**config.mk**
```make
export PLATFORM = sky130hd
export DESIGN_NAME = rolly_fifo_flat
export DESIGN_NICKNAME = d
export VERILOG_FILES = /design/src/verilog/trace_cache_pkg.sv /design/src/verilog/trace_if.sv /design/src/verilog/rolly_fifo.sv /design/src/flat_wrapper.sv
export SDC_FILE = /design/constraint.sdc
export NUM_CORES = 1
export LEC_CHECK = 0
export BUFFER_PORTS_ARGS = -buffer_cell sky130_fd_sc_hd__buf_2
export CORE_ASPECT_RATIO = 2
export CORE_MARGIN = 2
export CORE_UTILIZATION = 55
export DETAILED_ROUTE_END_ITERATION = 6
export GPL_ROUTABILITY_DRIVEN = 0
export PLACE_DENSITY = 0.74
export SKIP_LAST_GASP = 1
export SYNTH_ARGS = -nofsm -noshare
export SYNTH_HDL_FRONTEND = slang
export SYNTH_SLANG_ARGS = --single-unit
```
**constraint.sdc**
```tcl
create_clock -name clk_i -period 8.6 [get_ports clk_i]
set_input_delay 0.43 -clock clk_i [delete_from_list [all_inputs] [get_ports clk_i]]
set_output_delay 0.43 -clock clk_i [all_outputs]
set_load 0.005 [all_outputs]
```
**src/verilog/trace_cache_pkg.sv**
```systemverilog
//============================================================
// Trace cache package
// Packet layout, cache geometry and buffer sizes shared by
// the trace driven data cache harness
//============================================================
`default_nettype none

package trace_cache_pkg;

  // Packet fields, opcode on top and data at the bottom
  localparam int ADDR_W       = 12;
  localparam int DATA_W       = 32;
  localparam int OP_W         = 2;
  localparam int PKT_W        = OP_W + ADDR_W + DATA_W;
  localparam int PKT_ADDR_LSB = DATA_W;
  localparam int PKT_OP_LSB   = DATA_W + ADDR_W;

  localparam logic [OP_W-1:0] OP_LOAD  = OP_W'(0);
  localparam logic [OP_W-1:0] OP_STORE = OP_W'(1);

  // Direct mapped geometry
  localparam int OFFSET_W    = 2;
  localparam int INDEX_W     = 4;
  localparam int TAG_W       = ADDR_W - INDEX_W - OFFSET_W;
  localparam int LINE_WORDS  = 1 << OFFSET_W;
  localparam int NUM_LINES   = 1 << INDEX_W;
  localparam int LINE_ADDR_W = TAG_W + INDEX_W;

  // Buffers and backing store
  localparam int ROLLY_DEPTH  = 8;
  localparam int ROLLY_PTR_W  = $clog2(ROLLY_DEPTH);
  localparam int RESULT_DEPTH = 16;
  localparam int RESULT_PTR_W = $clog2(RESULT_DEPTH);
  localparam int MEM_LATENCY  = 4;
  localparam int MEM_LAT_W    = $clog2(MEM_LATENCY + 1);
  localparam int MEM_WORDS    = 1 << ADDR_W;

  typedef logic [PKT_W-1:0]  trace_pkt_t;
  typedef logic [ADDR_W-1:0] trace_addr_t;
  typedef logic [DATA_W-1:0] trace_word_t;
  typedef logic [TAG_W-1:0]  trace_tag_t;
  typedef logic [LINE_WORDS-1:0][DATA_W-1:0] trace_line_t;

  typedef enum logic [1:0] {READY, FILL_WAIT, REPLAY} dcache_state_e;

endpackage

`default_nettype wire

```
**src/verilog/trace_if.sv**
```systemverilog
//============================================================
// Trace cache links
// rolly_if carries packets from the rollback FIFO to the cache
// mem_if carries line fills and write-through stores
//============================================================
`default_nettype none

interface rolly_if
  import trace_cache_pkg::*;
  ();

  trace_pkt_t pkt;
  logic       v;
  logic       yumi;
  logic       roll;
  logic       ckpt;

  modport fifo  (output pkt, output v, input yumi, input roll, input ckpt);
  modport cache (input pkt, input v, output yumi, output roll, output ckpt);

endinterface


`default_nettype wire

```
**src/verilog/rolly_fifo.sv**
```systemverilog
//============================================================
// Rollback FIFO
// Circular packet buffer with read, write and checkpoint
// pointers. A roll rewinds reads to the last commit point
//============================================================
`default_nettype none

module rolly_fifo
  import trace_cache_pkg::*;
(
  input  logic       clk_i,
  input  logic       rst_n_i,
  input  trace_pkt_t pkt_i,
  input  logic       pkt_v_i,
  output logic       pkt_yumi_o,
  rolly_if.fifo      deq
);

  trace_pkt_t buf_r [ROLLY_DEPTH];

  // Pointers carry a wrap bit on top
  logic [ROLLY_PTR_W:0] wptr_r;
  logic [ROLLY_PTR_W:0] rptr_r;
  logic [ROLLY_PTR_W:0] cptr_r;

  logic full;
  logic has_data;

  // Full against the checkpoint, so slots free only on commit
  assign full = (wptr_r[ROLLY_PTR_W] != cptr_r[ROLLY_PTR_W]) &&
                (wptr_r[ROLLY_PTR_W-1:0] == cptr_r[ROLLY_PTR_W-1:0]);

  assign has_data = (rptr_r != wptr_r);

  assign pkt_yumi_o = pkt_v_i && !full;

  assign deq.pkt = buf_r[rptr_r[ROLLY_PTR_W-1:0]];
  // Hidden from the cache while rewinding
  assign deq.v   = has_data && !deq.roll;

  always_ff @(posedge clk_i)
  begin
    if (pkt_yumi_o)
    begin
      buf_r[wptr_r[ROLLY_PTR_W-1:0]] <= pkt_i;
    end
  end

  always_ff @(posedge clk_i or negedge rst_n_i)
  begin
    if (!rst_n_i)
    begin
      wptr_r <= '0;
      rptr_r <= '0;
      cptr_r <= '0;
    end
    else
    begin
      if (pkt_yumi_o)
      begin
        wptr_r <= wptr_r + 1'b1;
      end

      if (deq.roll)
      begin
        rptr_r <= cptr_r;
      end
      else if (deq.yumi)
      begin
        rptr_r <= rptr_r + 1'b1;
      end

      // Oldest consumed packet retires
      if (deq.ckpt)
      begin
        cptr_r <= cptr_r + 1'b1;
      end
    end
  end

  // A commit only retires a packet the cache already took
  ckpt_behind_read_a: assert property (
    @(posedge clk_i) disable iff (!rst_n_i)
    deq.ckpt |-> (cptr_r != rptr_r)
  );

  roll_yumi_excl_a: assert property (
    @(posedge clk_i) disable iff (!rst_n_i)
    !(deq.roll && deq.yumi)
  );

endmodule

`default_nettype wire

```
**src/flat_wrapper.sv**
```systemverilog
// flat-port wrapper written by rule: the top's interface ports become plain ports
module rolly_fifo_flat import trace_cache_pkg::*;
  (clk_i, rst_n_i, pkt_i, pkt_v_i, pkt_yumi_o, deq_pkt, deq_v, deq_yumi, deq_roll, deq_ckpt);
  rolly_if deq_i ();
  input  logic clk_i;
  input  logic rst_n_i;
  input  trace_pkt_t pkt_i;
  input  logic pkt_v_i;
  output logic pkt_yumi_o;
  output wire logic [$bits(deq_i.pkt)-1:0] deq_pkt;
  output wire logic [$bits(deq_i.v)-1:0] deq_v;
  input wire logic [$bits(deq_i.yumi)-1:0] deq_yumi;
  input wire logic [$bits(deq_i.roll)-1:0] deq_roll;
  input wire logic [$bits(deq_i.ckpt)-1:0] deq_ckpt;
  assign deq_pkt = deq_i.pkt;
  assign deq_v = deq_i.v;
  assign deq_i.yumi = deq_yumi;
  assign deq_i.roll = deq_roll;
  assign deq_i.ckpt = deq_ckpt;
  rolly_fifo u_core (.clk_i(clk_i), .rst_n_i(rst_n_i), .pkt_i(pkt_i), .pkt_v_i(pkt_v_i), .pkt_yumi_o(pkt_yumi_o), .deq(deq_i));
endmodule
```
==> metrics <==
Critical Path RT=between 8000 and 9000 ps; post-layout util=0.6278; hold path start=deq_ckpt; CTS Buf Count=34; Reg2Reg Setup Slack=about 5500 ps; worst reg2reg path startpoint=u_core.wptr_r[0]; maximum clock frequency=0.2523 GHz; postcts setup bufs=0; pre-CTS setup slack=5045 ps; Max Root-Sink Buffers=3; R2R cell count=4; num rows=between 80 and 90; ys async rst share=0.03158; cell area power density=approximately 330 mW/mm^2; number of fill cells=between 1500 and 2000; routed vias/inst=about 6; Rel. slew slack=0.2532; I/O pins=100; Antenna Violating Nets Remaining=0; via count=6432; Die Span Y=approximately 240 um; Hold WC Path Type=input port to flop; Worst EP arrival=~3500 ps; Die ar.=approximately 0.028 mm^2; cell family with most CP delay=buffers and inverters; worst r2r dst=u_core.buf_r[1][39]; Commonest cells post-synth=edfxtp_1 (368), mux4_2 (81), mux2_4 (45), buf_2 (16), xnor2_1 (13); Synth Register Bits=380; # hold bufs at CTS=1; cell taking the most area after synthesis=edfxtp_1; post-synth top area share=0.7441; Max Cap Viol=0; setup TNS=0 ps; DRC Markers=0; Die Width=approximately 120 um; yosys warns=0; synthesized cell area=~0.015 mm^2; Clk Latency, worst-skew pair=520 ps; DR WL/cell=~24 um; Worst path slowest cell=dfrtp_4; post-CTS sizing=0; H-tree Lvls=2; Post-layout nets=~800; P_leak=5.581 nW; RSZ-0062 raised after global routing=no; clock root buffer master=clkbuf_16; largest net degree at the start of global routing=62; Worst Path Max Fanout=53; CTS Sinks=380; area grow syn2layout=12.85%; drt total wl=around 26 mm; Period minus WS final=just under 4000 ps; antenna violations before repair=2; area of the core=around 0.027 mm^2; Least-Margin Pin Slew=roughly 1100 ps; final setup violation count=0; CP Launch Type=flop; drt pass-1 iters=6; CTS tree=built; layout cells sized above 1=0.3957; Final Hold Vio Count=0; worst hold stages=2; Multi-input gate area=0.003308 mm^2; Unique masters post-synth=29; GRT overflow=0; global-route wire length before repair=40.38 mm; Seq. cell area=0.01136 mm^2; vias in the first global route=slightly below 7000; fin crit share=0.4610; Hold WS=roughly 170 ps; kind of critical path=flop to output pin; status=finished, final reports clean; synth top area cells=edfxtp_1 (74%), mux4_2 (12%), mux2_4 (4.5%); DR iter-0 viols=approximately 450; Post-synth EDFFs=between 300 and 400; Overall Global Routing Usage=0.1902; CP Capture Type=output pin; post-synthesis sequential area ratio=0.7643; clock skew=roughly 27 ps; Synth Net Count=roughly 660; Mapped Avg Cell Area=24.43 um^2; Final HPWL DP=14.49 mm; most frequent cell after synthesis=edfxtp_1; Initial Util=0.5564; Post-Synthesis Cells=608; Synth Flop Type=edfxtp_1; Clk pin slew, worst setup/hold paths=~60 ps; Peak VDD IR=between 300 and 400 uV; CP cell instances=buf_4 -> mux4_2 -> mux2_4 -> buf_2; max-slew violation count=0; Max stage delay on crit path=approximately 980 ps; Final WS setup=roughly 4600 ps; Worst Path Buf+Inv=2; Worst Hold End=u_core.cptr_r[0]; port bufs=roughly 100
layer usage:
layer  part of all wire  vias to the layer above  GRT usage
met2               0.52                      152     0.3233
met5            0.00050                        -          0
met3              0.043                       37    0.03457
li1                   -                     2809          -
met4              0.020                        2    0.05561
met1               0.41                     3432     0.2526
cell type report:
class                   instances  area share
diodes                          2   0.0002986
clock buffers                  44     0.05427
clock inverters                15    0.007465
inverters                       1   0.0002240
multi-input cells             194      0.1974
flip-flops and latches        380      0.6779
well taps                     348     0.02598
repair buffers                114     0.03643
placed cells by master (no fill, tap or decap), types with 7 or more instances in the layout:
cell       instances
edfxtp_1         368
buf_2             99
mux4_2            81
mux2_4            45
clkbuf_16         35
buf_4             14
xnor2_1           13
mux4_1            11
clkbuf_1           9
dfrtp_1            9
xor2_1             8
clkinv_1           8
nand2_1            7
cells by family (layout without fill, tap and decap cells):
family	count (synthesis)	after routing	synth area share
flops	380	380	0.7643
mux	142	142	0.1915
buf+inv	34	174	0.01702
xor+xnor	21	21	0.01238
simple gates	20	20	0.007077
compound gates	8	8	0.005224
fa+ha+maj	3	3	0.002528
other cells	0	2	0
worst max path at each step:
stage | startpoint | to | slack, ps | cells past startpoint
floorplan | u_core.cptr_r[0] | u_core.buf_r[5][0] | 2200 | 4
global placement | u_core.rptr_r[0] | deq_pkt[44] | 5040 | 4
detailed placement | u_core.rptr_r[0] | deq_pkt[44] | 5040 | 4
CTS | u_core.rptr_r[0] | deq_pkt[44] | 4510 | 4
global route | u_core.rptr_r[0] | deq_pkt[25] | 4370 | 4
finish | u_core.rptr_r[0] | deq_pkt[21] | 4640 | 4
flip-flops by register name (all words and copies together), names as in the netlist:
| register | flops |
|---|---|
| u_core.rptr_r | 4 |
| u_core.cptr_r | 4 |
| u_core.buf_r | 368 |
| u_core.wptr_r | 4 |
power breakdown:
part | switching, mW | total (mW) | internal [mW]
sequential | 0.261 | 2.61 | 2.35
clock | 0.616 | 1.42 | 0.808
combinational | 0.661 | 1.52 | 0.864
metrics by stage:
step / instance area (um^2) / cells / total power, mW
3_3_place_gp: 15710 / 1036 / 4.175
2_1_floorplan: 14850 / 608 / 3.735
3_5_place_dp: 15710 / 1036 / 4.207
6_report: 16760 / 1098 / 5.561
4_1_cts: 16750 / 1096 / 5.637
5_1_grt: 16750 / 1096 / 5.809
Note: power is estimated with default switching activity, not from simulation.
