**src/verilog/trace_cache_pkg.sv**
```systemverilog
//============================================================
// Trace cache package
// Packet layout, cache geometry and buffer sizes shared by
// the trace driven data cache harness
//============================================================
`default_nettype none

package trace_cache_pkg;

  // Packet fields, opcode on top and data at the bottom
  localparam int ADDR_W       = 12;
  localparam int DATA_W       = 32;
  localparam int OP_W         = 2;
  localparam int PKT_W        = OP_W + ADDR_W + DATA_W;
  localparam int PKT_ADDR_LSB = DATA_W;
  localparam int PKT_OP_LSB   = DATA_W + ADDR_W;

  localparam logic [OP_W-1:0] OP_LOAD  = OP_W'(0);
  localparam logic [OP_W-1:0] OP_STORE = OP_W'(1);

  // Direct mapped geometry
  localparam int OFFSET_W    = 2;
  localparam int INDEX_W     = 4;
  localparam int TAG_W       = ADDR_W - INDEX_W - OFFSET_W;
  localparam int LINE_WORDS  = 1 << OFFSET_W;
  localparam int NUM_LINES   = 1 << INDEX_W;
  localparam int LINE_ADDR_W = TAG_W + INDEX_W;

  // Buffers and backing store
  localparam int ROLLY_DEPTH  = 8;
  localparam int ROLLY_PTR_W  = $clog2(ROLLY_DEPTH);
  localparam int RESULT_DEPTH = 16;
  localparam int RESULT_PTR_W = $clog2(RESULT_DEPTH);
  localparam int MEM_LATENCY  = 4;
  localparam int MEM_LAT_W    = $clog2(MEM_LATENCY + 1);
  localparam int MEM_WORDS    = 1 << ADDR_W;

  typedef logic [PKT_W-1:0]  trace_pkt_t;
  typedef logic [ADDR_W-1:0] trace_addr_t;
  typedef logic [DATA_W-1:0] trace_word_t;
  typedef logic [TAG_W-1:0]  trace_tag_t;
  typedef logic [LINE_WORDS-1:0][DATA_W-1:0] trace_line_t;

  typedef enum logic [1:0] {READY, FILL_WAIT, REPLAY} dcache_state_e;

endpackage

`default_nettype wire

```
**src/verilog/trace_if.sv**
```systemverilog
//============================================================
// Trace cache links
// rolly_if carries packets from the rollback FIFO to the cache
// mem_if carries line fills and write-through stores
//============================================================
`default_nettype none

interface rolly_if
  import trace_cache_pkg::*;
  ();

  trace_pkt_t pkt;
  logic       v;
  logic       yumi;
  logic       roll;
  logic       ckpt;

  modport fifo  (output pkt, output v, input yumi, input roll, input ckpt);
  modport cache (input pkt, input v, output yumi, output roll, output ckpt);

endinterface

interface mem_if
  import trace_cache_pkg::*;
  ();

  logic                   fill_req;
  logic [LINE_ADDR_W-1:0] fill_addr;
  logic                   fill_v;
  trace_line_t            fill_line;
  logic                   wr_en;
  trace_addr_t            wr_addr;
  trace_word_t            wr_data;

  modport cache (output fill_req, output fill_addr, input fill_v, input fill_line,
                 output wr_en, output wr_addr, output wr_data);
  modport mem   (input fill_req, input fill_addr, output fill_v, output fill_line,
                 input wr_en, input wr_addr, input wr_data);

endinterface

`default_nettype wire

```
**src/verilog/trace_dcache.sv**
```systemverilog
//============================================================
// Trace data cache
// Two stage direct mapped write-through cache. A load miss
// rolls the input FIFO back, fills the line, then replays
//============================================================
`default_nettype none

module trace_dcache
  import trace_cache_pkg::*;
(
  input  logic        clk_i,
  input  logic        rst_n_i,
  rolly_if.cache      deq,
  mem_if.cache        mem,
  output trace_word_t res_data_o,
  output logic        res_push_o,
  input  logic        res_space_i
);

  dcache_state_e state_r;

  trace_tag_t           tag_r  [NUM_LINES];
  trace_line_t          data_r [NUM_LINES];
  logic [NUM_LINES-1:0] valid_r;

  // Stage 1 packet
  trace_pkt_t s1_pkt_r;
  logic       s1_v_r;

  logic [OP_W-1:0]     s1_op;
  trace_addr_t         s1_addr;
  trace_word_t         s1_data;
  trace_tag_t          s1_tag;
  logic [INDEX_W-1:0]  s1_idx;
  logic [OFFSET_W-1:0] s1_off;
  logic                s1_hit;
  logic                s1_is_load;
  logic                s1_is_store;
  logic                load_miss;
  logic                fill_write;

  assign s1_op   = s1_pkt_r[PKT_OP_LSB +: OP_W];
  assign s1_addr = s1_pkt_r[PKT_ADDR_LSB +: ADDR_W];
  assign s1_data = s1_pkt_r[DATA_W-1:0];
  assign s1_off  = s1_addr[OFFSET_W-1:0];
  assign s1_idx  = s1_addr[OFFSET_W +: INDEX_W];
  assign s1_tag  = s1_addr[ADDR_W-1 -: TAG_W];

  assign s1_hit      = valid_r[s1_idx] && (tag_r[s1_idx] == s1_tag);
  assign s1_is_load  = s1_v_r && (s1_op == OP_LOAD);
  assign s1_is_store = s1_v_r && (s1_op == OP_STORE);
  assign load_miss   = s1_is_load && !s1_hit;
  assign fill_write  = (state_r == FILL_WAIT) && mem.fill_v;

  // Stage 0 takes the FIFO head
  assign deq.yumi = deq.v && (state_r == READY) && res_space_i;
  assign deq.roll = load_miss;
  assign deq.ckpt = s1_v_r && !load_miss;

  assign res_push_o = s1_is_load && s1_hit;
  assign res_data_o = data_r[s1_idx][s1_off];

  assign mem.fill_req  = load_miss;
  assign mem.fill_addr = s1_addr[ADDR_W-1:OFFSET_W];
  assign mem.wr_en     = s1_is_store;
  assign mem.wr_addr   = s1_addr;
  assign mem.wr_data   = s1_data;

  // Payload holds through a fill, it still names the missed line
  always_ff @(posedge clk_i)
  begin
    if (deq.yumi)
    begin
      s1_pkt_r <= deq.pkt;
    end
  end

  always_ff @(posedge clk_i or negedge rst_n_i)
  begin
    if (!rst_n_i)
    begin
      s1_v_r  <= 1'b0;
      valid_r <= '0;
      state_r <= READY;
    end
    else
    begin
      // Poison whatever stage 0 took behind a miss
      s1_v_r <= deq.yumi && !load_miss;

      if (fill_write)
      begin
        valid_r[s1_idx] <= 1'b1;
      end

      case (state_r)
        READY:
        begin
          if (load_miss)
          begin
            state_r <= FILL_WAIT;
          end
        end
        FILL_WAIT:
        begin
          if (mem.fill_v)
          begin
            state_r <= REPLAY;
          end
        end
        REPLAY:  state_r <= READY;
        default: state_r <= READY;
      endcase
    end
  end

  // Store hits update in place, misses skip allocation
  always_ff @(posedge clk_i)
  begin
    if (fill_write)
    begin
      tag_r[s1_idx]  <= s1_tag;
      data_r[s1_idx] <= mem.fill_line;
    end
    else if (s1_is_store && s1_hit)
    begin
      data_r[s1_idx][s1_off] <= s1_data;
    end
  end

  yumi_in_ready_a: assert property (
    @(posedge clk_i) disable iff (!rst_n_i)
    deq.yumi |-> (state_r == READY)
  );

  // Result slot was reserved when the packet was accepted
  push_had_space_a: assert property (
    @(posedge clk_i) disable iff (!rst_n_i)
    res_push_o |-> $past(deq.yumi && res_space_i)
  );

endmodule

`default_nettype wire

```
**src/flat_wrapper.sv**
```systemverilog
// flat-port wrapper written by rule: the top's interface ports become plain ports
module trace_dcache_flat import trace_cache_pkg::*;
  (clk_i, rst_n_i, res_data_o, res_push_o, res_space_i, deq_pkt, deq_v, deq_yumi, deq_roll, deq_ckpt, mem_fill_req, mem_fill_addr, mem_fill_v, mem_fill_line, mem_wr_en, mem_wr_addr, mem_wr_data);
  rolly_if deq_i ();
  mem_if mem_i ();
  input  logic clk_i;
  input  logic rst_n_i;
  output trace_word_t res_data_o;
  output logic res_push_o;
  input  logic res_space_i;
  input wire logic [$bits(deq_i.pkt)-1:0] deq_pkt;
  input wire logic [$bits(deq_i.v)-1:0] deq_v;
  output wire logic [$bits(deq_i.yumi)-1:0] deq_yumi;
  output wire logic [$bits(deq_i.roll)-1:0] deq_roll;
  output wire logic [$bits(deq_i.ckpt)-1:0] deq_ckpt;
  output wire logic [$bits(mem_i.fill_req)-1:0] mem_fill_req;
  output wire logic [$bits(mem_i.fill_addr)-1:0] mem_fill_addr;
  input wire logic [$bits(mem_i.fill_v)-1:0] mem_fill_v;
  input wire logic [$bits(mem_i.fill_line)-1:0] mem_fill_line;
  output wire logic [$bits(mem_i.wr_en)-1:0] mem_wr_en;
  output wire logic [$bits(mem_i.wr_addr)-1:0] mem_wr_addr;
  output wire logic [$bits(mem_i.wr_data)-1:0] mem_wr_data;
  assign deq_i.pkt = deq_pkt;
  assign deq_i.v = deq_v;
  assign deq_yumi = deq_i.yumi;
  assign deq_roll = deq_i.roll;
  assign deq_ckpt = deq_i.ckpt;
  assign mem_fill_req = mem_i.fill_req;
  assign mem_fill_addr = mem_i.fill_addr;
  assign mem_i.fill_v = mem_fill_v;
  assign mem_i.fill_line = mem_fill_line;
  assign mem_wr_en = mem_i.wr_en;
  assign mem_wr_addr = mem_i.wr_addr;
  assign mem_wr_data = mem_i.wr_data;
  trace_dcache u_core (.clk_i(clk_i), .rst_n_i(rst_n_i), .deq(deq_i), .mem(mem_i), .res_data_o(res_data_o), .res_push_o(res_push_o), .res_space_i(res_space_i));
endmodule
```
**config.mk**
```make
export PLATFORM = sky130hd
export DESIGN_NAME = trace_dcache_flat
export DESIGN_NICKNAME = d
export VERILOG_FILES = /design/src/verilog/trace_cache_pkg.sv /design/src/verilog/trace_if.sv /design/src/verilog/trace_dcache.sv /design/src/flat_wrapper.sv
export SDC_FILE = /design/constraint.sdc
export NUM_CORES = 2
export LEC_CHECK = 0
export BUFFER_PORTS_ARGS = -buffer_cell sky130_fd_sc_hd__buf_2
export CORE_ASPECT_RATIO = 1.2
export CORE_MARGIN = 2
export CORE_UTILIZATION = 37
export DETAILED_ROUTE_END_ITERATION = 16
export PLACE_DENSITY = 0.58
export SKIP_LAST_GASP = 1
export SYNTH_ARGS = -nofsm -noshare
export SYNTH_HDL_FRONTEND = slang
export SYNTH_SLANG_ARGS = --single-unit
export TNS_END_PERCENT = 1
```
**constraint.sdc**
```tcl
create_clock -name clk_i -period 8.6 [get_ports clk_i]
set_input_delay 1.72 -clock clk_i [delete_from_list [all_inputs] [get_ports clk_i]]
set_output_delay 1.72 -clock clk_i [all_outputs]
set_load 0.01 [all_outputs]
```
==> results.yml <==
global_routing:
  grt_first_pass_wirelength_microns: 339000
  grt_util_all_layers_pct: 20.5
  antenna_found_initial: 34
  grt_max_degree: 142
  grt_pass1_vias: 40900
  overflow: 0
setup_path:
  cp_max_fo: 101
  arrival_ps: 5290
  end_kind: "primary output"
  critPathRequiredTime_ps: 6880
  reg2reg_depth: 10
  path_class: "reg2out"
  startpoint_type: "flip-flop"
pwr:
  powerDensity_nw_per_um2: 229
  peakVddDrop_uv: 156
  pwr-share-seq_pct: 53.3
  clkPwrFrac_pct: 40.1
  combPwrFrac_pct: 6.6
  p_leak_uw: 0.0304
  p_int_uw: 17600
  p_switching_uw: 4860
  switching_share_pct: 21.7
  finalPower_uw: 22400
cells_and_area:
  final_layout_size_suffix_gt1_share_pct: 39.5
  finish.utilization_pct: 42.3
  nets: 4025
  area_delta_synth_final_pct: 13.9
  fillers: 19600
logic_synthesis:
  syn_nets: 3682
  syn_area_sq_um: 86200
  synth_area_leader_cell: "edfxtp_1"
  yosysMostFrequentCell: "edfxtp_1"
  synth_commonest_cells: "edfxtp_1, mux4_2, mux2_2, clkbuf_1, buf_4"
  avgSynthCellArea_sq_um: 24.6
  synth_fa_ha_area_share_pct: 0
  synth_compound_area_share_pct: 0.601
  synthMuxAreaShare_pct: 20.2
  yosys.area_share.simple_pct: 0.601
  ys_seq_area_share_pct: 76.9
  netlist.area_leader.share_pct: 76.3
  synth_top_family_by_area: "multiplexers"
  ys_seq_elements: 2213
  ys_top_cells_by_area: "edfxtp_1, mux4_2, mux2_2, buf_4, dfrtp_1"
  synthArstFlopShare_pct: 0.859
  yosys_warnings: 0
  syn_inst: 3503
  synth_edf_count: 2190
  synth_xor_area_share_pct: 0.0812
  synth-main-ff-cell: "edfxtp_1"
  synth_cell_type_count: 52
sta:
  setup_tns_ps: 0
  hold_viol: 0
  slew_violations: 0
  fin_crit_ps: 7010
  skew_ps: 78.1
  setup_slack_ps: 1590
  fmax_ghz: 0.143
  worst_slew_pin_slew_ps: 1280
  fin_crit_sh_pct: 81.5
  rsz0062_at_grt: "no"
  relSlewSlack_pct: 14.3
  setup_viol: 0
cts:
  clock-sinks: 2213
  cts_max_level: 4
  cts.repair.resized: 0
  clkLatencyLatePin_ps: 870
  clockBufferDepth: 4
  ctsHoldBuffers: 0
  cts_buffers: 207
  path_clk_slew_ps: 60
  cts_root_buffer: "clkbuf_16"
  cts_tree: "done"
  post-cts-setup-buffer-count: 0
die:
  ios: 271
  coreArea_sq_um: 232000
  dieArea_sq_um: 237000
  initial_core_util_pct: 37.1
  die_y_microns: 533
  rows: 194
  die_w_microns: 445
drt:
  drt-initial-drc-count: 5030
  met3_length_microns: 15300
  met1_length_microns: 98500
  via_count: 40400
  vias_per_cell: 5.73
  drc: 0
  wirelength_microns: 245000
  dr.max_layer_used: "met5"
  dr.pass1.iters: 5
  wl_per_cell_microns: 34.8
  ant_nets: 0
  wl_met2_microns: 122000
place:
  place_congestion: 0.798
  dp_hpwl_microns: 145000
  dpl_worst_slack_ps: 2300
  port_buffers: 270
worst_hold_path:
  whs_path_depth: 1
  hold_class: "reg2reg"
status:
  status: "finished clean"
flow_run:
  drv_cap: 0
layer usage:
layer	track usage, %	vias to the layer above
met2	34.0	1599
met1	27.8	22600
met4	7.25	24
met5	0	-
li1	-	15800
met3	2.99	356
metrics by stage:
step,area [sq um],hold WS (ps),std cells
finish,98200,464,7055
global route,98200,477,7051
CTS,98200,464,7048
detailed placement,91700,449,6675
global placement,91700,443,6675
floorplan,86200,434,3503
power groups by stage:
| stage | registers (uW) | logic, uW | clock network [uW] |
|---|---|---|---|
| floorplan | 12100 | 961 | 0 |
| global route | 12000 | 1550 | 9530 |
| global placement | 12200 | 1490 | 0 |
| CTS | 12000 | 1500 | 9140 |
| finish | 12000 | 1480 | 9010 |
| detailed placement | 12200 | 1500 | 0 |
layout by cell type (no fill, tap or decap), drive strengths merged, types with 2 or more instances in the layout:
master    count
or2          16
mux2        133
o21a          2
o221a         2
nand4         6
mux4        694
and3          2
o311ai        2
a211oi        2
mux2i        22
diode         7
nor2b         6
clkinv       84
dfrtp        19
xor2          5
dfxtp         4
nor2         27
inv          10
buf         381
a21oi        67
nand3         8
nand2        15
bufinv       18
clkinvlp      9
nand2b        4
edfxtp     2190
nor3b         4
clkbuf      257
xnor2         3
kinds of logic after synthesis:
logic type      Yosys count
compound gates           86
xor+xnor                  8
buf+inv                 252
flops                  2213
mux                     849
simple gates             95
state kept, by name (all words and copies together), names as in the netlist, named ones only:
register and count:
u_core.state_r 2, u_core.valid_r 16, u_core.data_r 2048, u_core.s1_pkt_r 46
u_core.s1_v_r 1, u_core.tag_r 96
final cells by class:
| cell class | count | area (sq um) | area share, % |
|---|---|---|---|
| Inverter | 5 | 18.8 | 0.0191 |
| Clock buffer | 257 | 5480 | 5.58 |
| Tap cell | 3038 | 3800 | 3.87 |
| Antenna cell | 7 | 17.5 | 0.0178 |
| Clock inverter | 116 | 1040 | 1.06 |
| Timing Repair Buffer | 381 | 2280 | 2.33 |
| Multi-Input combinational cell | 1038 | 19300 | 19.6 |
| Sequential cell | 2213 | 66300 | 67.5 |
worst max-delay path, cell delays in order, from the launching register on:
cell and delay (ps):
dfxtp_4 940, buf_12 700, buf_12 620, mux4_2 600, mux4_2 560, mux4_2 630, buf_2 200
path summary, 6_finish.rpt:
path	from	to	slack, ps
hold reg to reg	u_core.valid_r[9]	u_core.valid_r[9]	460
setup / recovery	flip-flop	res_data_o[30]	1590
max in group asynchronous	rst_n_i	u_core.valid_r[3]	7390
min in group asynchronous	rst_n_i	u_core.valid_r[8]	870
hold / removal	u_core.valid_r[9]	u_core.valid_r[9]	460
setup reg to reg	flip-flop	u_core.data_r[0][84]	2670
Power figures use the tool's default switching activity.
