==> src/verilog/trace_cache_pkg.sv <==
//============================================================
// Trace cache package
// Packet layout, cache geometry and buffer sizes shared by
// the trace driven data cache harness
//============================================================
`default_nettype none

package trace_cache_pkg;

  // Packet fields, opcode on top and data at the bottom
  localparam int ADDR_W       = 12;
  localparam int DATA_W       = 32;
  localparam int OP_W         = 2;
  localparam int PKT_W        = OP_W + ADDR_W + DATA_W;
  localparam int PKT_ADDR_LSB = DATA_W;
  localparam int PKT_OP_LSB   = DATA_W + ADDR_W;

  localparam logic [OP_W-1:0] OP_LOAD  = OP_W'(0);
  localparam logic [OP_W-1:0] OP_STORE = OP_W'(1);

  // Direct mapped geometry
  localparam int OFFSET_W    = 2;
  localparam int INDEX_W     = 4;
  localparam int TAG_W       = ADDR_W - INDEX_W - OFFSET_W;
  localparam int LINE_WORDS  = 1 << OFFSET_W;
  localparam int NUM_LINES   = 1 << INDEX_W;
  localparam int LINE_ADDR_W = TAG_W + INDEX_W;

  // Buffers and backing store
  localparam int ROLLY_DEPTH  = 8;
  localparam int ROLLY_PTR_W  = $clog2(ROLLY_DEPTH);
  localparam int RESULT_DEPTH = 16;
  localparam int RESULT_PTR_W = $clog2(RESULT_DEPTH);
  localparam int MEM_LATENCY  = 4;
  localparam int MEM_LAT_W    = $clog2(MEM_LATENCY + 1);
  localparam int MEM_WORDS    = 1 << ADDR_W;

  typedef logic [PKT_W-1:0]  trace_pkt_t;
  typedef logic [ADDR_W-1:0] trace_addr_t;
  typedef logic [DATA_W-1:0] trace_word_t;
  typedef logic [TAG_W-1:0]  trace_tag_t;
  typedef logic [LINE_WORDS-1:0][DATA_W-1:0] trace_line_t;

  typedef enum logic [1:0] {READY, FILL_WAIT, REPLAY} dcache_state_e;

endpackage

`default_nettype wire

==> src/verilog/result_fifo.sv <==
//============================================================
// Result FIFO
// Holds load results in trace order for the valid/ready
// output port, flags room for two more entries
//============================================================
`default_nettype none

module result_fifo
  import trace_cache_pkg::*;
(
  input  logic        clk_i,
  input  logic        rst_n_i,
  input  logic        push_i,
  input  trace_word_t data_i,
  output logic        space_o,
  output trace_word_t data_o,
  output logic        v_o,
  input  logic        ready_i
);

  trace_word_t buf_r [RESULT_DEPTH];

  logic [RESULT_PTR_W-1:0] wr_ptr_r;
  logic [RESULT_PTR_W-1:0] rd_ptr_r;
  logic [RESULT_PTR_W:0]   count_r;
  logic                    pop;

  assign v_o    = (count_r != '0);
  assign data_o = buf_r[rd_ptr_r];
  assign pop    = v_o && ready_i;

  // One slot for stage 1, one for the packet being taken
  assign space_o = (count_r <= (RESULT_PTR_W + 1)'(RESULT_DEPTH - 2));

  always_ff @(posedge clk_i)
  begin
    if (push_i)
    begin
      buf_r[wr_ptr_r] <= data_i;
    end
  end

  always_ff @(posedge clk_i or negedge rst_n_i)
  begin
    if (!rst_n_i)
    begin
      wr_ptr_r <= '0;
      rd_ptr_r <= '0;
      count_r  <= '0;
    end
    else
    begin
      if (push_i)
        wr_ptr_r <= wr_ptr_r + 1'b1;
      if (pop)
        rd_ptr_r <= rd_ptr_r + 1'b1;

      case ({push_i, pop})
        2'b10:   count_r <= count_r + 1'b1;
        2'b01:   count_r <= count_r - 1'b1;
        default: count_r <= count_r;
      endcase
    end
  end

  no_push_full_a: assert property (
    @(posedge clk_i) disable iff (!rst_n_i)
    push_i |-> (count_r != (RESULT_PTR_W + 1)'(RESULT_DEPTH))
  );

endmodule

`default_nettype wire

==> config.mk <==
export PLATFORM = sky130hd
export DESIGN_NAME = result_fifo
export DESIGN_NICKNAME = d
export VERILOG_FILES = /design/src/verilog/trace_cache_pkg.sv /design/src/verilog/result_fifo.sv
export SDC_FILE = /design/constraint.sdc
export NUM_CORES = 1
export LEC_CHECK = 0
export ABC_AREA = 1
export BUFFER_PORTS_ARGS = -buffer_cell sky130_fd_sc_hd__buf_2
export CORE_UTILIZATION = 45
export CTS_BUF_LIST = sky130_fd_sc_hd__clkbuf_4
export CTS_CLUSTER_SIZE = 14
export DETAILED_ROUTE_END_ITERATION = 8
export GPL_TIMING_DRIVEN = 0
export HOLD_SLACK_MARGIN = 0.06
export SLEW_MARGIN = 20
export SYNTH_ARGS = -nofsm -noshare
export SYNTH_HDL_FRONTEND = slang
export SYNTH_SLANG_ARGS = --single-unit
==> constraint.sdc <==
create_clock -name clk_i -period 2.8 [get_ports clk_i]
set_input_delay 0.28 -clock clk_i [delete_from_list [all_inputs] [get_ports clk_i]]
set_output_delay 0.28 -clock clk_i [all_outputs]
set_load 0.005 [all_outputs]
==> flow_metrics.py, run 1 <==
metrics = {
    "run_status": {
        "status": "finished clean",
    },
    "route": {
        "wl_met1_mm": 24.30,
        "wire_per_inst_um": 18.35,
        "viasPerCell": 4.896,
        "highest_layer": "met4",
        "first_pass_iters": 6,
        "antenna_left": 0,
        "routed_wl_mm": 57.24,
        "wl_met2_mm": 27.30,
        "vias": 15277,
        "drcViolationCount": 0,
        "drt_iter0_drc": 1084,
        "wl_met3_mm": 3.608,
    },
    "worst_setup_path": {
        "reg2reg_depth": 11,
        "critPathKind": "flip-flop to primary output",
        "path_cells": "buf_12, clkinv_8, buf_16, clkbuf_16, nand2_1, nand3_1, nand2_1, nor2_1, nand2_1, nand2_1, buf_2",
        "cp.arrival_ps": 2440,
        "end_kind": "primary output",
        "cp.required_ps": 2520,
        "r2r-end": "count_r[4]$_DFFE_PN0P_",
        "crit_top_cell": "nand2_1",
        "r2r_start": "count_r[1]$_DFFE_PN0P_",
        "rrSetupSlack_ps": 410,
        "path_max_fanout": 8,
        "cpPeakStageDelay_ps": 410,
        "critPathLaunchType": "flip-flop",
        "critPathSlowestCell": "dfrtp_1",
    },
    "timing": {
        "skew_ps": 32.15,
        "slew_viol_final": 0,
        "max_slew_margin_pct": 48.18,
        "fin_crit_sh_pct": 97.13,
        "finalSetupTns_ps": 0,
        "final_hold_viol_count": 0,
        "grt_setup_unrepaired": "true",
        "period_needed_ps": 2720,
        "fmax_mhz": 367.7,
        "finalSetupViolCount": 0,
        "tightest_slew_ps": 775.4,
    },
    "finish": {
        "final_cells": 3120,
        "nets": 2422,
        "fill_cells": 4093,
        "area_delta_synth_final_pct": 22.24,
        "drive_gt1_share_pct": 20.75,
    },
    "cts": {
        "cts.clk_slew.worst_paths_ps": 60,
        "clk_latency_ps": 930,
        "clock-sinks": 525,
        "cts_max_level": 4,
        "clock-root-buffer": "clkbuf_4",
        "cts_tree": "yes",
        "clock_path_buffers": 3,
        "cts_made_buffers": 137,
    },
    "global_route": {
        "track_usage_pct": 23.61,
        "antenna_found_initial": 1,
        "grt_pass1_wl_mm": 86.35,
        "grt_pass1_vias": 15041,
        "grt_max_degree": 23,
        "overflow": 0,
    },
    "power": {
        "power_leakage_nw": 11.33,
        "power.density_nw_per_um2": 1012,
        "irDropWorstVdd_mv": 0.6132,
    },
    "floorplan": {
        "die_w_um": 223.9,
        "core.rowCount": 80,
        "initial_core_util_pct": 46.03,
        "dieArea_um2": 50140,
        "ios": 70,
        "die_h_um": 223.9,
        "coreArea_um2": 48150,
    },
    "hold_path": {
        "hold_end": "buf_r[6][19]$_DFFE_PP_",
        "worstHoldStart": "data_i[19]",
        "hp-class": "input pin to flip-flop",
        "min_path_cells": 2,
    },
    "placed_design": {
        "place_inst": 2847,
        "gp_congestion": 0.7947,
        "io_buffer_count": 68,
        "hpwl_mm": 36.74,
    },
    "logic_synthesis": {
        "synthCells": 2107,
        "synth_seq_area_share_pct": 70.84,
        "synthesis.area_um2": 22160,
        "yosysWarnings": 0,
        "synth_cell_types": 21,
        "syn_area_per_cell_um2": 10.52,
        "syn_nets": 2153,
        "ys_ff_latch": 525,
    },
    "run": {
        "drv_cap": 0,
    },
}
worst max-delay path, delay by kind of cell (launching register included):
| kind | cells | cell delay, ps |
|---|---|---|
| buffers and inverters | 5 | 690 |
| DFF | 1 | 410 |
| and+or+nand+nor | 6 | 410 |
worst max-delay path by stage:
stage	depth (start not counted)	endpoint	start
2_1_floorplan	4	buf_r[12][0]$_DFFE_PP_	wr_ptr_r[0]$_DFFE_PN0P_
3_3_place_gp	3	buf_r[9][14]$_DFFE_PP_	push_i
3_5_place_dp	15	count_r[4]$_DFFE_PN0P_	count_r[0]$_DFFE_PN0P_
4_1_cts	10	data_o[15]	rd_ptr_r[0]$_DFFE_PN0N_
5_1_grt	10	data_o[2]	rd_ptr_r[0]$_DFFE_PN0N_
6_report	11	data_o[19]	rd_ptr_r[0]$_DFFE_PN0N_
report_power, final:
part           internal [mW]  leakage (nW)  total, mW  switching, mW
Combinational           4.15          5.54       11.2           7.07
Clock                   3.52          1.01       6.49           2.97
Sequential              9.47          4.78       9.70          0.234
Total                   17.1          11.3       27.4           10.3
metal layers:
layer | vias to the layer above | global-route usage, %
li1 | 7443 | -
met1 | 7210 | 30.06
met2 | 500 | 37.87
met5 | - | 0
met3 | 124 | 5.797
met4 | 0 | 11.47
cell type report:
cell class / count / area [um^2] / share of cell area [%]
Antenna cell: 1 / 2.502 / 0.009237
Sequential cell: 525 / 15700 / 57.96
Inverter: 214 / 822.0 / 3.034
Timing Repair Buffer: 129 / 1306 / 4.821
Clock buffer: 193 / 1449 / 5.348
Multi-Input combinational cell: 1270 / 5584 / 20.61
Clock inverter: 33 / 242.7 / 0.8960
Timing Repair inverter: 1 / 5.005 / 0.01847
Tap cell: 656 / 820.8 / 3.030
Buffer: 98 / 1159 / 4.277
registers in the layout, summed over array words and instances, names as in the netlist:
name and count:
rd_ptr_r 4, buf_r 512, wr_ptr_r 4, count_r 5
kinds of logic after synthesis:
family          after synthesis  share of synthesized area [%]
compound gates                6                         0.1524
xor+xnor                      7                         0.2766
fa+ha+maj                    10                         0.5984
buf+inv                     312                          5.832
flops                       525                          70.84
simple gates               1247                          22.30
synth_stat cells:
| cell type | number | share of area (%) |
|---|---|---|
| nand2_1 | 833 | 14 |
| edfxtp_1 | 512 | 69 |
| nor2_1 | 213 | 3.6 |
| inv_1 | 210 | 3.6 |
| nand3_1 | 196 | 4.4 |
| buf_2 | 67 | 1.5 |
| clkbuf_1 | 16 | 0.27 |
| dfrtp_1 | 13 | 1.5 |
| ha_1 | 9 | 0.51 |
| buf_4 | 8 | 0.27 |
| buf_1 | 6 | 0.10 |
| o21ai_0 | 5 | 0.11 |
| xor2_1 | 5 | 0.20 |
| inv_2 | 4 | 0.068 |
| nand4_1 | 3 | 0.085 |
| xnor2_1 | 2 | 0.079 |
| a41oi_1 | 1 | 0.040 |
| buf_6 | 1 | 0.051 |
| fa_1 | 1 | 0.090 |
| nor2_4 | 1 | 0.051 |
| or2_2 | 1 | 0.028 |
cells in the final DEF (no fill, tap or decap), drive strengths merged:
cell and n:
nand2 833, edfxtp 512, inv 218, nor2 214
clkbuf 211, nand3 196, buf 173, dlygate4sd3 36
clkinv 24, dfrtp 13, ha 9, o21ai 5
xor2 5, bufinv 4, nand4 3, xnor2 2
clkinvlp 2, diode 1, a41oi 1, or2 1
fa 1
metrics by stage:
| step | util (%) | area (um^2) | worst slack [ps] | hold slack (ps) | total power, mW |
|---|---|---|---|---|---|
| floorplan | - | 22160 | 267.1 | -15.59 | 15.25 |
| global placement | 48.45 | 23320 | -1438 | 190.4 | 18.75 |
| detailed placement | 49.55 | 23860 | 454.8 | 198.0 | 19.14 |
| CTS | 55.42 | 26680 | -63.17 | 147.7 | 27.07 |
| global route | 56.27 | 27090 | -103.8 | 213.3 | 29.15 |
| finish | 56.27 | 27090 | 80.27 | 273.7 | 27.41 |
what timing repair did:
| item | CTS | global route |
|---|---|---|
| setup buffers | 4 | 0 |
| setup endpoints to repair | 32 | 32 |
| pin swaps | 16 | 36 |
| hold endpoints to repair | 537 | 0 |
| gates cloned | 2 | 4 |
| hold buffers | 36 | 0 |
| resized for setup | 222 | 97 |
Note: power is estimated with default switching activity, not from simulation.
==> run 2: changes to the inputs <==
- CORE_ASPECT_RATIO: unset -> 1.5
- CORE_UTILIZATION: 45 -> 35
==> run 2 against run 1 <==
  * Via count is 1.5% higher
  * Core utilization fell by 13 points
  * Critical path depth fell by 2
  * Clock power decreased by 12%
  * Die area is 28% higher
  * Clock-buffer cell count shrank 30
  * Critical path type unchanged
==> flow_metrics.py, run 2 (synthesis gave the netlist of run 1 again) <==
metrics = {
    "global_route": {
        "overflow": 0,
        "grt_max_degree": 24,
        "antenna_found_initial": 1,
        "track_usage_pct": 18.59,
        "grt_pass1_vias": 15324,
        "grt_pass1_wl_mm": 88.77,
    },
    "worst_setup_path": {
        "r2r-end": "count_r[4]$_DFFE_PN0P_",
        "critPathSlowestCell": "dfrtp_2",
        "critPathTopFamily": "buffers and inverters",
        "crit_top_cell": "nor2_1",
        "cp.required_ps": 2520,
        "cp_num_cells": 9,
        "critPathLaunchType": "flip-flop",
        "r2r_start": "count_r[1]$_DFFE_PN0P_",
        "end_kind": "primary output",
        "path_buf_inv": 4,
        "path_cells": "buf_12, buf_12, buf_4, nor2_1, nor2_1, nor2_1, nand2_1, nand2_1, buf_2",
        "cp.arrival_ps": 2420,
        "cpPeakStageDelay_ps": 440,
        "path_max_fanout": 10,
        "critPathKind": "flip-flop to primary output",
        "rrSetupSlack_ps": 360,
        "reg2reg_depth": 11,
    },
    "timing": {
        "finalSetupTns_ps": 0,
        "tightest_slew_ps": 740.4,
        "period_needed_ps": 2702,
        "skew_ps": 51.38,
        "grt_setup_unrepaired": "true",
        "final_hold_viol_count": 0,
        "slew_viol_final": 0,
        "fin_crit_sh_pct": 96.52,
        "finalSetupViolCount": 0,
        "fmax_mhz": 370.0,
        "max_slew_margin_pct": 50.52,
    },
    "route": {
        "first_pass_iters": 5,
        "vias": 15503,
        "wire_per_inst_um": 18.71,
        "viasPerCell": 4.795,
        "drcViolationCount": 0,
        "routed_wl_mm": 60.48,
        "drt_iter0_drc": 1174,
        "antenna_left": 0,
    },
    "placed_design": {
        "io_buffer_count": 68,
        "hpwl_mm": 40.41,
        "gp_congestion": 0.8061,
    },
    "finish": {
        "drive_gt1_share_pct": 19.02,
        "largest_reg_flops": 512,
        "layout_commonest_cell": "nand2_1",
        "top_register": "buf_r",
        "nets": 2400,
        "final_cell_mix": "nand2_1 (792), edfxtp_1 (512), inv_1 (210)",
        "area_delta_synth_final_pct": 21.24,
        "reg_top3": "buf_r (512), count_r (5)",
        "fill_cells": 5703,
        "final_core_util_pct": 43.09,
    },
    "floorplan": {
        "die_h_um": 310.2,
        "initial_core_util_pct": 35.54,
        "die_w_um": 207.5,
        "core.rowCount": 112,
        "ios": 70,
        "dieArea_um2": 64360,
        "coreArea_um2": 62360,
    },
    "cts": {
        "cts.clk_slew.worst_paths_ps": 70,
        "clock-sinks": 525,
        "clock_path_buffers": 3,
        "cts_max_level": 3,
        "clk_latency_ps": 860,
        "cts_tree": "yes",
        "clock-root-buffer": "clkbuf_4",
        "cts_made_buffers": 112,
    },
    "power": {
        "power_leakage_nw": 11.11,
        "power.density_nw_per_um2": 990.2,
        "irDropWorstVdd_mv": 0.5220,
    },
    "run": {
        "drv_cap": 0,
    },
    "hold_path": {
        "worstHoldStart": "data_i[27]",
        "hp-class": "input pin to flip-flop",
        "hold_end": "buf_r[11][27]$_DFFE_PP_",
        "min_path_cells": 2,
    },
    "run_status": {
        "status": "finished clean",
    },
}
[run 2: cell count changes in the layout (fill, tap and decap cells not counted), moves of 5 or more]
cell / change
buf_4: +17
buf_6: -5
clkbuf_4: -28
clkbuf_8: -8
inv_2: -6
nand2_1: +8
nor2_1: +10
nor2_2: -10
[run 2: how the worst max path moves through the flow]
| stage | start | endpoint | slack [ps] |
|---|---|---|---|
| after floorplan | wr_ptr_r[0]$_DFFE_PN0P_ | buf_r[12][0]$_DFFE_PP_ | 270 |
| after global placement | push_i | buf_r[8][14]$_DFFE_PP_ | -1640 |
| after detailed placement | count_r[1]$_DFFE_PN0P_ | count_r[4]$_DFFE_PN0P_ | 370 |
| after CTS | rd_ptr_r[1]$_DFFE_PN0N_ | data_o[3] | -40 |
| after global routing | rd_ptr_r[0]$_DFFE_PN0N_ | data_o[13] | -50 |
| final | rd_ptr_r[0]$_DFFE_PN0N_ | data_o[7] | 100 |
[run 2: metal layers]
layer | part of all wire (%) | track usage [%]
met5 | 0 | 0
met1 | 36 | 19.93
met2 | 54 | 34.81
met4 | 4.4 | 10.15
met3 | 5.6 | 3.088
[run 2: final cells by class]
cell class	instances	area, um^2	share of cell area [%]
Inverter	214	822.0	3.059
Buffer	96	1015	3.776
Antenna cell	1	2.502	0.009312
Multi-Input combinational cell	1270	5529	20.58
Sequential cell	525	15700	58.43
Tap cell	798	998.5	3.716
Clock buffer	163	1224	4.554
Timing Repair Buffer	135	1390	5.173
Clock inverter	31	190.2	0.7077
[run 2: power breakdown]
group          switching [mW]  internal [mW]
sequential              0.243           9.46
combinational            7.17           4.00
clock                    2.88           2.85
[run 2: timing repair]
action                                  in CTS  in global routing
hold endpoints to repair                   532                  0
setup buffers                                3                  3
gates cloned                                 0                  5
gates resized for setup                    141                136
endpoints found under the setup margin      32                 32
hold buffers                                36                  0
pin swaps                                    5                 46
[run 2: metrics by stage]
stage / total power [mW] / instances / hold slack, ps / area (um^2) / setup slack, ps
CTS: 25.85 / 3226 / 264.6 / 26290 / -41.86
detailed placement: 19.39 / 2993 / 195.6 / 24100 / 373.9
floorplan: 15.25 / 2107 / -15.59 / 22160 / 267.1
global placement: 18.91 / 2973 / 189.2 / 23500 / -1640
global route: 28.19 / 3233 / 317.4 / 26870 / -46.48
finish: 26.61 / 3233 / 346.2 / 26870 / 97.53
[run 2: worst reg2reg max path: cells and delay by family (launching register included)]
kind / cells / cell delay (ps)
AND/OR/NAND/NOR: 8 / 1140
adder cells (fa/ha/maj): 2 / 620
flip-flops: 1 / 430
buffers and inverters: 1 / 160
==> run 3: changes to the inputs <==
- clock period: 2.8 -> 3.45 ns (I/O delays scaled with it)
==> run 3 against run 2 <==
  * Sequential power shrank 19%
  * Flip-flop and latch count unchanged
  * Cell area decreased by 3.7%
  * Setup slack improved by 160 ps
  * Critical path depth shrank 1
  * Clock power shrank 19%
  * Sequential share of layout area rose by 2.2 points
  * Worst hold slack better by 75 ps
  * Clock skew fell by 7.1 ps
  * Core utilization decreased by 1.6 points
  * Wire length is 2.1% lower
  * Via count fell by 1.1%
  * Critical endpoint is now data_o[24]
==> flow_metrics.py, run 3 (synthesis gave the netlist of run 1 again) <==
metrics = {
    "run_status": {
        "status": "finished clean",
    },
    "floorplan": {
        "initial_core_util_pct": 35.54,
        "core.rowCount": 112,
        "ios": 70,
        "die_w_um": 207.5,
        "coreArea_um2": 62360,
        "die_h_um": 310.2,
        "dieArea_um2": 64360,
    },
    "cts": {
        "cts_setup_buffers": 0,
        "cts.clk_slew.worst_paths_ps": 80,
        "clock-sinks": 525,
        "cts_tree": "yes",
        "cts_made_buffers": 112,
        "clock_path_buffers": 3,
        "clock-root-buffer": "clkbuf_4",
        "cts_max_level": 3,
        "clk_latency_ps": 850,
    },
    "route": {
        "drt_iter0_drc": 1230,
        "drcViolationCount": 0,
        "wire_per_inst_um": 18.37,
        "vias": 15325,
        "routed_wl_mm": 59.24,
        "first_pass_iters": 5,
        "antenna_left": 0,
        "viasPerCell": 4.753,
    },
    "hold_path": {
        "hp-class": "input pin to flip-flop",
    },
    "timing": {
        "finalSetupViolCount": 0,
        "fmax_mhz": 313.1,
        "slew_viol_final": 0,
        "max_slew_margin_pct": 47.32,
        "period_needed_ps": 3194,
        "fin_crit_sh_pct": 92.58,
        "fin_ws_ps": 256.0,
        "skew_ps": 44.29,
        "final_hold_viol_count": 0,
        "hold_ws_ps": 421.4,
        "tightest_slew_ps": 790.1,
        "grt_setup_unrepaired": "false",
    },
    "power": {
        "power_leakage_nw": 10.77,
        "power.density_nw_per_um2": 779.4,
        "irDropWorstVdd_mv": 0.3328,
        "total_power_mw": 20.17,
    },
    "placed_design": {
        "place_inst": 2993,
        "dp_slack_ps": 1024,
        "hpwl_mm": 40.41,
        "io_buffer_count": 68,
        "gp_congestion": 0.8061,
    },
    "global_route": {
        "grt_pass1_vias": 15306,
        "track_usage_pct": 18.52,
        "antenna_found_initial": 1,
        "overflow": 0,
        "grt_max_degree": 24,
        "grt_pass1_wl_mm": 88.49,
    },
    "finish": {
        "final_core_util_pct": 41.50,
        "reg_top3": "buf_r (512), count_r (5)",
        "fill_cells": 5808,
        "top_register": "buf_r",
        "largest_reg_flops": 512,
        "final_cell_mix": "nand2_1 (833), edfxtp_1 (512), inv_1 (210)",
        "drive_gt1_share_pct": 14.89,
        "layout_commonest_cell": "nand2_1",
        "nets": 2391,
        "final_cells": 3224,
        "area_delta_synth_final_pct": 16.76,
    },
    "worst_setup_path": {
        "path_max_fanout": 10,
        "critPathLaunchType": "flip-flop",
        "critPathKind": "flip-flop to primary output",
        "end_kind": "primary output",
        "cp.arrival_ps": 2850,
        "cp.required_ps": 3110,
    },
    "run": {
        "drv_cap": 0,
    },
}
==> run 3: repair_timing <==
item / in CTS / in global routing
hold endpoints to repair: 532 / 0
gates resized for setup: 0 / 0
hold buffers: 36 / 0
==> run 3: area by class of cell <==
class | instances | area (um^2) | share of cell area [%]
flip-flops and latches | 525 | 15700 | 60.67
multi-input cells | 1270 | 5291 | 20.45
clock buffers | 163 | 1224 | 4.729
repair buffers | 124 | 1179 | 4.555
well taps | 798 | 998.5 | 3.858
inverters | 214 | 803.3 | 3.104
plain buffers | 98 | 489.2 | 1.891
clock inverters | 31 | 190.2 | 0.7349
diodes | 1 | 2.502 | 0.009670
==> run 3: critical path, stage by stage (launching register included) <==
cell	delay (ps)
dfrtp_1	390
buf_4	170
inv_2	240
clkbuf_1	630
nand3_1	150
nand3_1	110
nand2_1	110
nand2_1	110
buf_2	130
==> run 3: path summary, 6_finish.rpt <==
path | startpoint | endpoint | slack (ps) | cells past startpoint
worst max-delay path | rd_ptr_r[1]$_DFFE_PN0N_ | data_o[24] | 260 | 8
max in group asynchronous | rst_n_i | wr_ptr_r[2]$_DFFE_PN0P_ | 2390 | 3
worst min-delay path | data_i[27] | buf_r[11][27]$_DFFE_PP_ | 420 | 2
worst min register to register | wr_ptr_r[0]$_DFFE_PN0P_ | wr_ptr_r[0]$_DFFE_PN0P_ | 570 | 1
worst max register to register | count_r[1]$_DFFE_PN0P_ | count_r[4]$_DFFE_PN0P_ | 1000 | 11
min in group asynchronous | rst_n_i | count_r[2]$_DFFE_PN0P_ | 620 | 3
==> run 3: power breakdown <==
| group | leakage, nW | internal (mW) | total, mW | switching [mW] |
|---|---|---|---|---|
| sequential | 4.78 | 7.68 | 7.86 | 0.187 |
| combinational | 5.14 | 2.23 | 7.67 | 5.43 |
| clock | 0.848 | 2.31 | 4.64 | 2.33 |
| total | 10.8 | 12.2 | 20.2 | 7.95 |
==> run 3: metal layers <==
metal | GRT usage [%] | share of wire [%] | vias up
li1 | - | - | 7361
met1 | 19.73 | 37 | 7335
met2 | 34.68 | 53 | 485
met3 | 3.159 | 5.2 | 144
met4 | 10.22 | 4.4 | 0
met5 | 0 | 0 | -
==> run 3: per-stage QoR <==
stage / TNS [ps] / instance area, um^2
3_3_place_gp: -318000 / 23500
6_report: 0 / 25880
3_5_place_dp: 0 / 24100
2_1_floorplan: 0 / 22160
5_1_grt: 0 / 25880
4_1_cts: 0 / 25870
